`src/seg_int_cfg.svh`:
```
////////////////////////////////////////////////////////////
// Widths and segment count for the segment interrupt
// controller. Include it in every file that sizes a port,
// a struct field or an array from these values.
////////////////////////////////////////////////////////////
`ifndef SEG_INT_CFG_SVH
`define SEG_INT_CFG_SVH

// Sticky word, also the interrupt enable word
`define SEG_INT_STYW   5

// Status word
`define SEG_INT_STAW   5

// Low status bits that can raise a sticky on change
`define SEG_INT_CHGW   5

// Segment id width
`define SEG_INT_SEGB   4

// Segments in use, at most 2**SEG_INT_SEGB
`define SEG_INT_SEGNUM 12

// Processor data bus, wide enough for the pending vector
`define SEG_INT_UPW    12

`endif

```
`src/seg_int_pkg.sv`:
```
////////////////////////////////////////////////////////////
// Shared types of the segment interrupt controller: the
// status event, the channel buffer word and the processor
// request. Modules refer to them as seg_int_pkg::name.
////////////////////////////////////////////////////////////
`include "seg_int_cfg.svh"

package seg_int_pkg;

  // Processor register select
  localparam logic [1:0] REG_STICKY = 2'd0; // Write one to clear
  localparam logic [1:0] REG_STA    = 2'd1;
  localparam logic [1:0] REG_INTEN  = 2'd2;
  localparam logic [1:0] REG_PEND   = 2'd3; // Read only, one bit per segment

  // One status event for one segment
  typedef struct packed {
    logic [`SEG_INT_SEGB-1:0] seg;         // Target segment
    logic [`SEG_INT_STYW-1:0] sty_req;     // Stickies to set directly
    logic [`SEG_INT_STAW-1:0] sta;         // New status value
    logic [`SEG_INT_STAW-1:0] sta_msk;     // Status bits to write
    logic [`SEG_INT_CHGW-1:0] sta_chg_en;  // Bit i watches sta[i] for change
    logic [`SEG_INT_STYW-1:0] int_type_en; // Per type gate into pending
  } seg_evt_t;

  ////////////////////////////////////////////////////////////
  // Channel buffer word, interrupt enable in the top bits
  typedef struct packed {
    logic [`SEG_INT_STYW-1:0] inten;
    logic [`SEG_INT_STAW-1:0] sta;
    logic [`SEG_INT_STYW-1:0] sticky;
  } ch_word_t;

  // One processor access
  typedef struct packed {
    logic                     wr;      // 1 write, 0 read
    logic [`SEG_INT_SEGB-1:0] seg;
    logic [1:0]               reg_sel; // See REG_* above
    logic [`SEG_INT_UPW-1:0]  wdata;
  } up_req_t;

endpackage

```
`src/seg_ch_ram.sv`:
```
////////////////////////////////////////////////////////////
// Channel buffer, one word per segment. One write port and
// one read port, read data registered and held between
// reads. Contents start unknown until written.
////////////////////////////////////////////////////////////
`timescale 1ns/1ns
`include "seg_int_cfg.svh"

module seg_ch_ram (
  input  logic                      iclk,
  input  logic                      wr_en,
  input  logic [`SEG_INT_SEGB-1:0]  wr_seg,
  input  seg_int_pkg::ch_word_t     wr_data,
  input  logic                      rd_en,
  input  logic [`SEG_INT_SEGB-1:0]  rd_seg,
  output seg_int_pkg::ch_word_t     rd_data
);

  localparam int SEGN = `SEG_INT_SEGNUM;

  seg_int_pkg::ch_word_t mem [SEGN]; // Sticky, status, inten per segment

  // Write port
  always_ff @(posedge iclk)
  begin
    if (wr_en)
      mem[wr_seg] <= wr_data;
  end

  ////////////////////////////////////////////////////////////
  // Read port, old data on a same cycle write
  always_ff @(posedge iclk)
  begin
    if (rd_en)
      rd_data <= mem[rd_seg];
  end

endmodule

```
`src/seg_alarm_reraise.sv`:
```
////////////////////////////////////////////////////////////
// Alarm re-raise sequencer in front of the interrupt engine.
// A rising edge on alarm_rest walks all segments, clears and
// restores each status so active alarms set their stickies
// again. External events pass through when idle.
////////////////////////////////////////////////////////////
`timescale 1ns/1ns
`include "seg_int_cfg.svh"

module seg_alarm_reraise (
  input  logic                   iclk,
  input  logic                   arst_n,
  input  logic                   alarm_rest,
  input  logic                   evt_valid,
  input  seg_int_pkg::seg_evt_t  evt,
  input  seg_int_pkg::ch_word_t  rd_data,
  output logic                   eng_valid,
  output seg_int_pkg::seg_evt_t  eng_evt
);

  localparam int SEGB = `SEG_INT_SEGB;
  localparam int STAW = `SEG_INT_STAW;
  localparam logic [SEGB-1:0] LAST_SEG = SEGB'(`SEG_INT_SEGNUM - 1);

  typedef enum logic [2:0] {
    IDLE,     // Pass external events
    PREREAD,  // Read current status
    WAIT1,
    WAIT2,    // Read data on its way
    CLEARSTA, // Write status zero, latch old status
    SETSTK    // Write old status back
  } walk_state_t;

  logic [2:0]            sync_q;  // Synchronizer and edge history
  logic                  rise;
  walk_state_t           state;
  logic [SEGB-1:0]       seg_cnt;
  logic [STAW-1:0]       sta_lat; // Status before the clear
  seg_int_pkg::seg_evt_t own_evt;
  logic                  own_valid;

  assign rise = sync_q[1] & ~sync_q[2];

  ////////////////////////////////////////////////////////////
  // Own events of the walk
  always_comb
  begin
    own_evt             = '0;   // No sticky request
    own_evt.seg         = seg_cnt;
    own_evt.sta_chg_en  = '1;   // Watch every change bit
    own_evt.int_type_en = '1;
    case (state)
      CLEARSTA: own_evt.sta_msk = '1;
      SETSTK:
      begin
        own_evt.sta_msk = '1;
        own_evt.sta     = sta_lat;
      end
      default:  own_evt.sta_msk = '0; // Plain read, status untouched
    endcase
  end

  assign own_valid = (state == PREREAD) || (state == CLEARSTA) || (state == SETSTK);

  ////////////////////////////////////////////////////////////
  // Walk FSM
  always_ff @(posedge iclk or negedge arst_n)
  begin
    if (!arst_n)
    begin
      sync_q    <= '0;
      state     <= IDLE;
      seg_cnt   <= '0;
      eng_valid <= 1'b0;
    end
    else
    begin
      sync_q <= {sync_q[1:0], alarm_rest};
      // External events only reach the engine while idle
      eng_valid <= (state == IDLE) ? evt_valid : own_valid;
      case (state)
        IDLE:
        begin
          seg_cnt <= '0;
          if (rise)
            state <= PREREAD;
        end
        PREREAD:  state <= WAIT1;
        WAIT1:    state <= WAIT2;
        WAIT2:    state <= CLEARSTA;
        CLEARSTA: state <= SETSTK;
        SETSTK:
        begin
          seg_cnt <= seg_cnt + 1'b1;
          state   <= (seg_cnt == LAST_SEG) ? IDLE : PREREAD; // Last segment done
        end
        default:  state <= IDLE;
      endcase
    end
  end

  // Event payload and latched status
  always_ff @(posedge iclk)
  begin
    eng_evt <= (state == IDLE) ? evt : own_evt;
    if (state == CLEARSTA)
      sta_lat <= rd_data.sta; // Read data of PREREAD is valid here
  end

endmodule

```
`src/seg_int_engine.sv`:
```
////////////////////////////////////////////////////////////
// Read-modify-write engine of the segment interrupt
// controller. Stage one issues the buffer read, stage two
// merges and writes, stage three forwards the write and
// updates pending. Processor accesses use free slots.
////////////////////////////////////////////////////////////
`timescale 1ns/1ns
`include "seg_int_cfg.svh"

module seg_int_engine (
  input  logic                      iclk,
  input  logic                      arst_n,
  input  logic                      eng_valid,
  input  seg_int_pkg::seg_evt_t     eng_evt,
  input  logic                      up_stb,
  input  seg_int_pkg::up_req_t      up,
  input  seg_int_pkg::ch_word_t     rd_data,
  output logic                      rd_en,
  output logic [`SEG_INT_SEGB-1:0]  rd_seg,
  output logic                      wr_en,
  output logic [`SEG_INT_SEGB-1:0]  wr_seg,
  output seg_int_pkg::ch_word_t     wr_data,
  output logic                      up_rdy,
  output logic [`SEG_INT_UPW-1:0]   up_rdata,
  output logic                      irq
);

  localparam int STYW = `SEG_INT_STYW;
  localparam int STAW = `SEG_INT_STAW;
  localparam int CHGW = `SEG_INT_CHGW;
  localparam int SEGB = `SEG_INT_SEGB;
  localparam int SEGN = `SEG_INT_SEGNUM;
  localparam int UPW  = `SEG_INT_UPW;

  // Processor request holding register
  logic                  up_pend;
  seg_int_pkg::up_req_t  up_q;
  logic                  up_take;   // Slot free, request enters stage one

  // Pipeline stages
  logic                  s1_valid, s1_up;
  seg_int_pkg::seg_evt_t s1_evt;
  seg_int_pkg::up_req_t  s1_upr;
  logic                  s2_valid, s2_up;
  seg_int_pkg::seg_evt_t s2_evt;
  seg_int_pkg::up_req_t  s2_upr;
  logic [SEGB-1:0]       s2_seg;
  logic                  s3_wr;
  logic [SEGB-1:0]       s3_seg;
  seg_int_pkg::ch_word_t s3_data;
  logic [STYW-1:0]       s3_ten;

  // Modify step
  logic                  fwd_hit;
  seg_int_pkg::ch_word_t old_word;
  logic [STYW-1:0]       old_ten;
  logic [STAW-1:0]       sta_mrg;
  logic [CHGW-1:0]       chg_bits;
  seg_int_pkg::ch_word_t new_word;
  logic [STYW-1:0]       new_ten;
  logic [UPW-1:0]        rdata_nx;

  logic [SEGN-1:0]       pending;
  logic [STYW-1:0]       type_en [SEGN]; // Last type enable seen per segment

  assign up_take = up_pend & ~eng_valid; // Events always win

  ////////////////////////////////////////////////////////////
  // Stage one, buffer read
  assign rd_en  = s1_valid;
  assign rd_seg = s1_up ? s1_upr.seg : s1_evt.seg;

  ////////////////////////////////////////////////////////////
  // Stage two, merge and write
  assign s2_seg  = s2_up ? s2_upr.seg : s2_evt.seg;
  assign fwd_hit = s3_wr && (s3_seg == s2_seg); // Buffer read missed last write
  assign old_word = fwd_hit ? s3_data : rd_data;
  assign old_ten  = fwd_hit ? s3_ten : type_en[s2_seg];

  assign sta_mrg  = (old_word.sta & ~s2_evt.sta_msk) | (s2_evt.sta & s2_evt.sta_msk);
  assign chg_bits = (old_word.sta[CHGW-1:0] ^ sta_mrg[CHGW-1:0]) & s2_evt.sta_chg_en;

  always_comb
  begin
    new_word = old_word;
    new_ten  = old_ten;
    wr_en    = 1'b0;
    rdata_nx = '0;
    if (s2_up)
    begin
      case (s2_upr.reg_sel)
        seg_int_pkg::REG_STICKY:
        begin
          rdata_nx        = UPW'(old_word.sticky);
          new_word.sticky = old_word.sticky & ~s2_upr.wdata[STYW-1:0]; // W1C
        end
        seg_int_pkg::REG_STA:
        begin
          rdata_nx     = UPW'(old_word.sta);
          new_word.sta = s2_upr.wdata[STAW-1:0];
        end
        seg_int_pkg::REG_INTEN:
        begin
          rdata_nx       = UPW'(old_word.inten);
          new_word.inten = s2_upr.wdata[STYW-1:0];
        end
        default: rdata_nx = UPW'(pending); // Read only
      endcase
      wr_en = s2_valid && s2_upr.wr && (s2_upr.reg_sel != seg_int_pkg::REG_PEND);
    end
    else
    begin
      new_word.sta    = sta_mrg;
      new_word.sticky = old_word.sticky | s2_evt.sty_req | STYW'(chg_bits);
      new_ten         = s2_evt.int_type_en;
      wr_en           = s2_valid;
    end
  end

  assign wr_seg  = s2_seg;
  assign wr_data = new_word;

  assign irq = |pending;

  ////////////////////////////////////////////////////////////
  // Control state
  always_ff @(posedge iclk or negedge arst_n)
  begin
    if (!arst_n)
    begin
      up_pend  <= 1'b0;
      s1_valid <= 1'b0;
      s1_up    <= 1'b0;
      s2_valid <= 1'b0;
      s2_up    <= 1'b0;
      s3_wr    <= 1'b0;
      up_rdy   <= 1'b0;
      pending  <= '0;
      for (int i = 0; i < SEGN; i++)
        type_en[i] <= '1;
    end
    else
    begin
      if (up_take)
        up_pend <= 1'b0;
      if (up_stb)
        up_pend <= 1'b1;
      s1_valid <= eng_valid | up_take;
      s1_up    <= up_take;
      s2_valid <= s1_valid;
      s2_up    <= s1_up;
      s3_wr    <= wr_en;
      up_rdy   <= s2_valid & s2_up; // Two cycles after entry
      if (s3_wr)
      begin
        pending[s3_seg] <= |(s3_data.sticky & s3_data.inten & s3_ten);
        type_en[s3_seg] <= s3_ten;
      end
    end
  end

  // Payload registers
  always_ff @(posedge iclk)
  begin
    if (up_stb)
      up_q <= up;
    s1_evt   <= eng_evt;
    s1_upr   <= up_q;
    s2_evt   <= s1_evt;
    s2_upr   <= s1_upr;
    s3_seg   <= wr_seg;   // Also the forward copy
    s3_data  <= wr_data;
    s3_ten   <= new_ten;
    up_rdata <= rdata_nx;
  end

endmodule

```
`src/seg_int_top.sv`:
```
////////////////////////////////////////////////////////////
// Top level of the segment interrupt controller. Events go
// through the alarm re-raise sequencer into the engine,
// which keeps its per-segment words in the channel buffer.
////////////////////////////////////////////////////////////
`timescale 1ns/1ns
`include "seg_int_cfg.svh"

module seg_int_top (
  input  logic                     iclk,
  input  logic                     arst_n,
  input  logic                     alarm_rest,
  input  logic                     evt_valid,
  input  seg_int_pkg::seg_evt_t    evt,
  input  logic                     up_stb,
  input  seg_int_pkg::up_req_t     up,
  output logic                     up_rdy,
  output logic [`SEG_INT_UPW-1:0]  up_rdata,
  output logic                     irq
);

  // Sequencer to engine
  logic                      eng_valid;
  seg_int_pkg::seg_evt_t     eng_evt;

  // Engine to channel buffer
  logic                      rd_en;
  logic [`SEG_INT_SEGB-1:0]  rd_seg;
  logic                      wr_en;
  logic [`SEG_INT_SEGB-1:0]  wr_seg;
  seg_int_pkg::ch_word_t     wr_data;
  seg_int_pkg::ch_word_t     rd_data;  // To engine and sequencer

  seg_alarm_reraise reraise0 (
    .iclk       (iclk),
    .arst_n     (arst_n),
    .alarm_rest (alarm_rest),
    .evt_valid  (evt_valid),
    .evt        (evt),
    .rd_data    (rd_data),
    .eng_valid  (eng_valid),
    .eng_evt    (eng_evt)
  );

  seg_int_engine engine0 (
    .iclk      (iclk),
    .arst_n    (arst_n),
    .eng_valid (eng_valid),
    .eng_evt   (eng_evt),
    .up_stb    (up_stb),
    .up        (up),
    .rd_data   (rd_data),
    .rd_en     (rd_en),
    .rd_seg    (rd_seg),
    .wr_en     (wr_en),
    .wr_seg    (wr_seg),
    .wr_data   (wr_data),
    .up_rdy    (up_rdy),
    .up_rdata  (up_rdata),
    .irq       (irq)
  );

  seg_ch_ram ram0 (
    .iclk    (iclk),
    .wr_en   (wr_en),
    .wr_seg  (wr_seg),
    .wr_data (wr_data),
    .rd_en   (rd_en),
    .rd_seg  (rd_seg),
    .rd_data (rd_data)
  );

endmodule

```
`config.mk`:
```
export PLATFORM = sky130hd
export DESIGN_NAME = seg_int_top
export DESIGN_NICKNAME = d
export VERILOG_FILES = /design/src/seg_int_pkg.sv /design/src/seg_ch_ram.sv /design/src/seg_alarm_reraise.sv /design/src/seg_int_engine.sv /design/src/seg_int_top.sv
export VERILOG_INCLUDE_DIRS = /design/src
export SDC_FILE = /design/constraint.sdc
export NUM_CORES = 1
export LEC_CHECK = 0
export BUFFER_PORTS_ARGS = -buffer_cell sky130_fd_sc_hd__buf_2
export CORE_MARGIN = 2
export CORE_UTILIZATION = 25
export DETAILED_ROUTE_END_ITERATION = 7
export GPL_ROUTABILITY_DRIVEN = 0
export PLACE_DENSITY = 0.43
export RECOVER_POWER = 50
export SYNTH_ARGS = -nofsm -noshare
export SYNTH_HDL_FRONTEND = slang
export SYNTH_SLANG_ARGS = --single-unit
```
`constraint.sdc`:
```
create_clock -name iclk -period 3.05 [get_ports iclk]
set_input_delay 0.1525 -clock iclk [delete_from_list [all_inputs] [get_ports iclk]]
set_output_delay 0.1525 -clock iclk [all_outputs]
set_load 0.01 [all_outputs]
```
==> results.rst <==
.. list-table::
   :header-rows: 1

   * - Metric
     - Value
   * - Mean routed wirelength per cell
     - just under 20 um
   * - Final antenna-violating net count
     - 0
   * - LEAKAGE
     - roughly 7.2 nW
   * - Clock tree from TritonCTS
     - yes
   * - Post-route clock period utilization
     - 0.940
   * - Layout cells sized above 1
     - 0.258
   * - RSZ-0062 raised after global routing
     - false
   * - Cell count after placement
     - 2059
   * - Leading post-synthesis cells by instance count
     - edfxtp_1 (217), nand2_1 (147), dfxtp_1 (142), mux2_2 (80), nor2_1 (70)
   * - Leading post-synthesis cells by cell area
     - edfxtp_1 (40%), dfxtp_1 (17%), dfstp_2 (9.6%), mux2_2 (5.5%), dfrtp_1 (4.6%)
   * - Post-Syn Area
     - 16300 um^2
   * - Core footprint
     - roughly 65000 um^2
   * - Share of the synthesized area in the top cell type
     - 0.399
   * - Maximum buffer depth of the clock tree
     - 3
   * - Global-route usage over all layers
     - 0.127
   * - Antenna violations before repair
     - 0
   * - Power share of the sequential group
     - 0.446
   * - Cell internal pwr
     - 15.6 mW
   * - Height of the die
     - 260 um
   * - Max rail drop VDD
     - 0.441 mV
   * - Slew @ Worst Pin
     - 1.92 ns
   * - Worst hold endpoint
     - reraise0.sync_q[0]
   * - Post-Place Setup Slack
     - -0.147 ns
   * - Post-route design area
     - 20000 um^2
   * - Effective utilization at floorplan
     - 0.253
   * - Final period demand of the worst path
     - 2.87 ns
   * - Sort of element at the start of the critical path
     - flop
   * - Crit Path Class
     - flop to flop
   * - Setup slack after layout
     - 0.184 ns
   * - Outcome
     - finished with violations
   * - Register bit total from synthesis
     - approximately 450
   * - Iter 0 DRT Violations
     - 648
   * - Largest area contributor in the synthesized netlist
     - edfxtp_1
   * - Count of input and output buffers
     - between 50 and 60
   * - Combinational group share of total power
     - 0.303
   * - Max-slew violations
     - 37
   * - Total of fill cells in the finished design
     - between 6000 and 7000
   * - Final Hold Fails
     - 0
   * - Depth of the worst hold-timing path
     - 2
   * - Largest incremental delay on the critical path
     - approximately 0.39 ns
   * - Post-route setup TNS
     - 0 ns
   * - Count of H-tree levels built during CTS
     - 2
   * - Worst Hold Class
     - primary input to flop
   * - Number of buffer and inverter stages on the critical path
     - 4
   * - Cell chosen for the clock root
     - clkbuf_16
   * - Post-synthesis async set-or-reset flop share
     - 0.200
   * - Storage element area
     - 11700 um^2
   * - Standard cell area after detailed placement
     - 18000 um^2
   * - Synthesized area per cell
     - 14.1 um^2
   * - Master of the slowest instance on the critical path
     - dfrtp_1
   * - Startpoint of the most critical hold path
     - alarm_rest
   * - Largest delay contributor family on the critical path
     - buffers and inverters
   * - Maximum capacitance violations
     - 1
   * - Violations in the final reports
     - max-capacitance violations, max-slew violations
   * - Number of nets at the end of the flow
     - 1351
   * - Most repeated cell in the gate-level netlist after synthesis
     - edfxtp_1
   * - Number of synthesis warnings
     - 0
   * - Top_reg_cell synth
     - edfxtp_1
   * - Clock transition at the register clock pins on the worst setup and hold paths after CTS
     - 0.06 ns
   * - Final setup violating endpoints
     - 0
   * - # rows
     - 93
   * - Number of optimization iterations in the first detailed-route pass
     - 5
   * - Worst reg2reg path depth
     - 10
   * - Diodes inserted
     - 0
   * - Maximum number of pins on one net before global-route repair
     - 61
   * - Total area of multi-input combinational cells
     - 4500 um^2
   * - Number of buffers created by CTS
     - 46
   * - Relative area change from synthesis to final layout
     - 22.4%
   * - Global route overflow
     - 0
   * - Setup clock skew after layout
     - 0.0119 ns
   * - Total half-perimeter wirelength after legalization and detailed placement
     - roughly 26 mm
   * - CP Data Arrival Time
     - 3.18 ns
   * - Startpoint of the most critical register-to-register path
     - engine0.s2_up
   * - Most prevalent standard cell on the critical path
     - buf_4
   * - Number of I/O pins
     - 67
   * - Final routed wirelength across all metal layers
     - between 40 and 50 mm
   * - Worst max-slew margin expressed relative to the limit
     - -0.283
   * - Type of element capturing the critical path
     - flop
   * - Endpoint of the lowest-slack register-to-register path
     - ram0.mem[3][3]
   * - Slack of the worst reg-to-reg path
     - 0.18 ns
   * - Share of total power in the clock network
     - 0.251
   * - Post-synthesis cell type count
     - 50
   * - Number of enable flip-flop cells after synthesis
     - 217
   * - Area of the die
     - 67400 um^2
   * - Clk sinks
     - roughly 450
   * - Post-synthesis sequential area ratio
     - 0.715
   * - Maximum fanout encountered on the critical timing path
     - 13
   * - Clk Latency, worst-skew pair
     - 0.58 ns
   * - Power density of the placed cells
     - 1170 nW/um^2
   * - Synth Net Count
     - 1209
   * - Number of global-route vias before repair
     - between 9000 and 10000
   * - Power spent charging and discharging nets
     - 7.83 mW
   * - Vias after detailed routing
     - 9565
   * - Net switching share of the total power
     - 0.334
   * - WP data required
     - 3.36 ns
   * - Fin cells
     - 2189
   * - Die X
     - between 200 and 300 um
   * - Post-CTS Setup Repair Bufs
     - 0
   * - Vias per inst
     - 4.37
   * - Wire length of the first global-routing pass
     - 63.7 mm
   * - Max Freq
     - between 300 and 400 MHz
   * - Cell chain of the critical path
     - buf_4, mux2i_4, xnor2_1, nor4_4, buf_12, buf_4, mux2i_2, nor2b_1, o221ai_1, buf_4
   * - Residual DRC count
     - 0
   * - Synthesized instance count
     - about 1200
cells in the final DEF, fill, tap and decap left out, types with 6 or more instances in the layout:
master,n
dfxtp_1,142
nand3b_1,11
xnor2_1,8
nand3_1,39
inv_1,10
buf_2,41
nor2b_1,7
buf_4,34
dfstp_2,60
mux2_2,78
a311oi_1,15
mux2i_1,24
and3_1,17
a31oi_1,22
nand2_1,147
o211ai_1,10
nand2b_1,20
o21ai_0,20
dlygate4sd3_1,45
mux4_2,20
nor2_1,70
clkbuf_1,32
dfrtp_1,30
a21o_1,12
clkinv_1,6
a21oi_1,37
and2_0,9
clkbuf_16,50
edfxtp_1,217
final cells by class:
type                    count  share of cell area
clock buffers              63              0.0675
clock inverters            22              0.0116
inverters                  12             0.00225
multi-input cells         636               0.225
flip-flops and latches    449               0.585
well taps                 855              0.0535
repair buffers            152              0.0555
sequential cells by signal (all words and copies together), names as in the netlist, 4 cells and up:
signal / count
engine0.pending: 12
engine0.s1_evt: 29
engine0.s1_upr: 12
engine0.s2_evt: 29
engine0.s2_upr: 12
engine0.s3_data: 15
engine0.s3_seg: 4
engine0.s3_ten: 5
engine0.type_en: 60
engine0.up_q: 12
engine0.up_rdata: 12
ram0.mem: 180
ram0.rd_data: 15
reraise0.eng_evt: 29
reraise0.seg_cnt: 4
reraise0.sta_lat: 5
power groups by stage:
stage / Combinational, mW / Clock (mW) / Sequential, mW
after detailed placement: 7.18 / 0 / 10.6
after global routing: 7.87 / 6.27 / 10.7
after global placement: 7.08 / 0 / 10.6
after CTS: 7.35 / 6.03 / 10.5
after floorplan: 4.76 / 0 / 9.98
final: 7.11 / 5.87 / 10.5
kinds of logic after synthesis:
kind of cell / synth area share
flip-flops: 0.715
AND/OR/NAND/NOR: 0.0970
AO/OA/AOI/OAI: 0.0601
multiplexers: 0.106
buffers and inverters: 0.0171
XOR/XNOR: 0.00429
adder cells (fa/ha/maj): 0.000766
what timing repair did:
action / 4_1_cts / 5_1_grt
resized for setup: 9 / 5
endpoints found under the hold margin: 115 / 0
endpoints found under the setup margin: 109 / 74
hold buffers: 45 / 0
how the worst max path moves through the flow:
stage / cells past startpoint / start / slack, ns / to
finish: 10 / engine0.s2_up / 0.18 / ram0.mem[3][3]
global route: 6 / engine0.s2_up / 0.02 / ram0.mem[3][14]
CTS: 8 / engine0.s2_up / 0.02 / ram0.mem[6][11]
detailed placement: 8 / engine0.s2_up / -0.15 / ram0.mem[4][2]
global placement: 8 / engine0.s2_up / -0.03 / ram0.mem[4][2]
floorplan: 4 / engine0.s2_up / 0.09 / ram0.mem[10][0]
through the flow:
stage | utilization | total power [mW] | hold WS, ns
final | 0.310 | 23.4 | 0.229
after global routing | 0.310 | 24.8 | 0.217
after CTS | 0.311 | 23.9 | 0.0862
after detailed placement | 0.279 | 17.8 | 0.157
after global placement | 0.279 | 17.7 | 0.163
after floorplan | - | 14.7 | -0.143
metal layers:
layer / global-route usage / vias to the layer above / share of wire
met1: 0.179 / 4863 / 0.49
met2: 0.200 / 143 / 0.46
met5: 0 / - / 0
li1: - / 4497 / -
met4: 0.0375 / 0 / 0.021
met3: 0.0198 / 62 / 0.035
(Power assumes the default switching activity.)
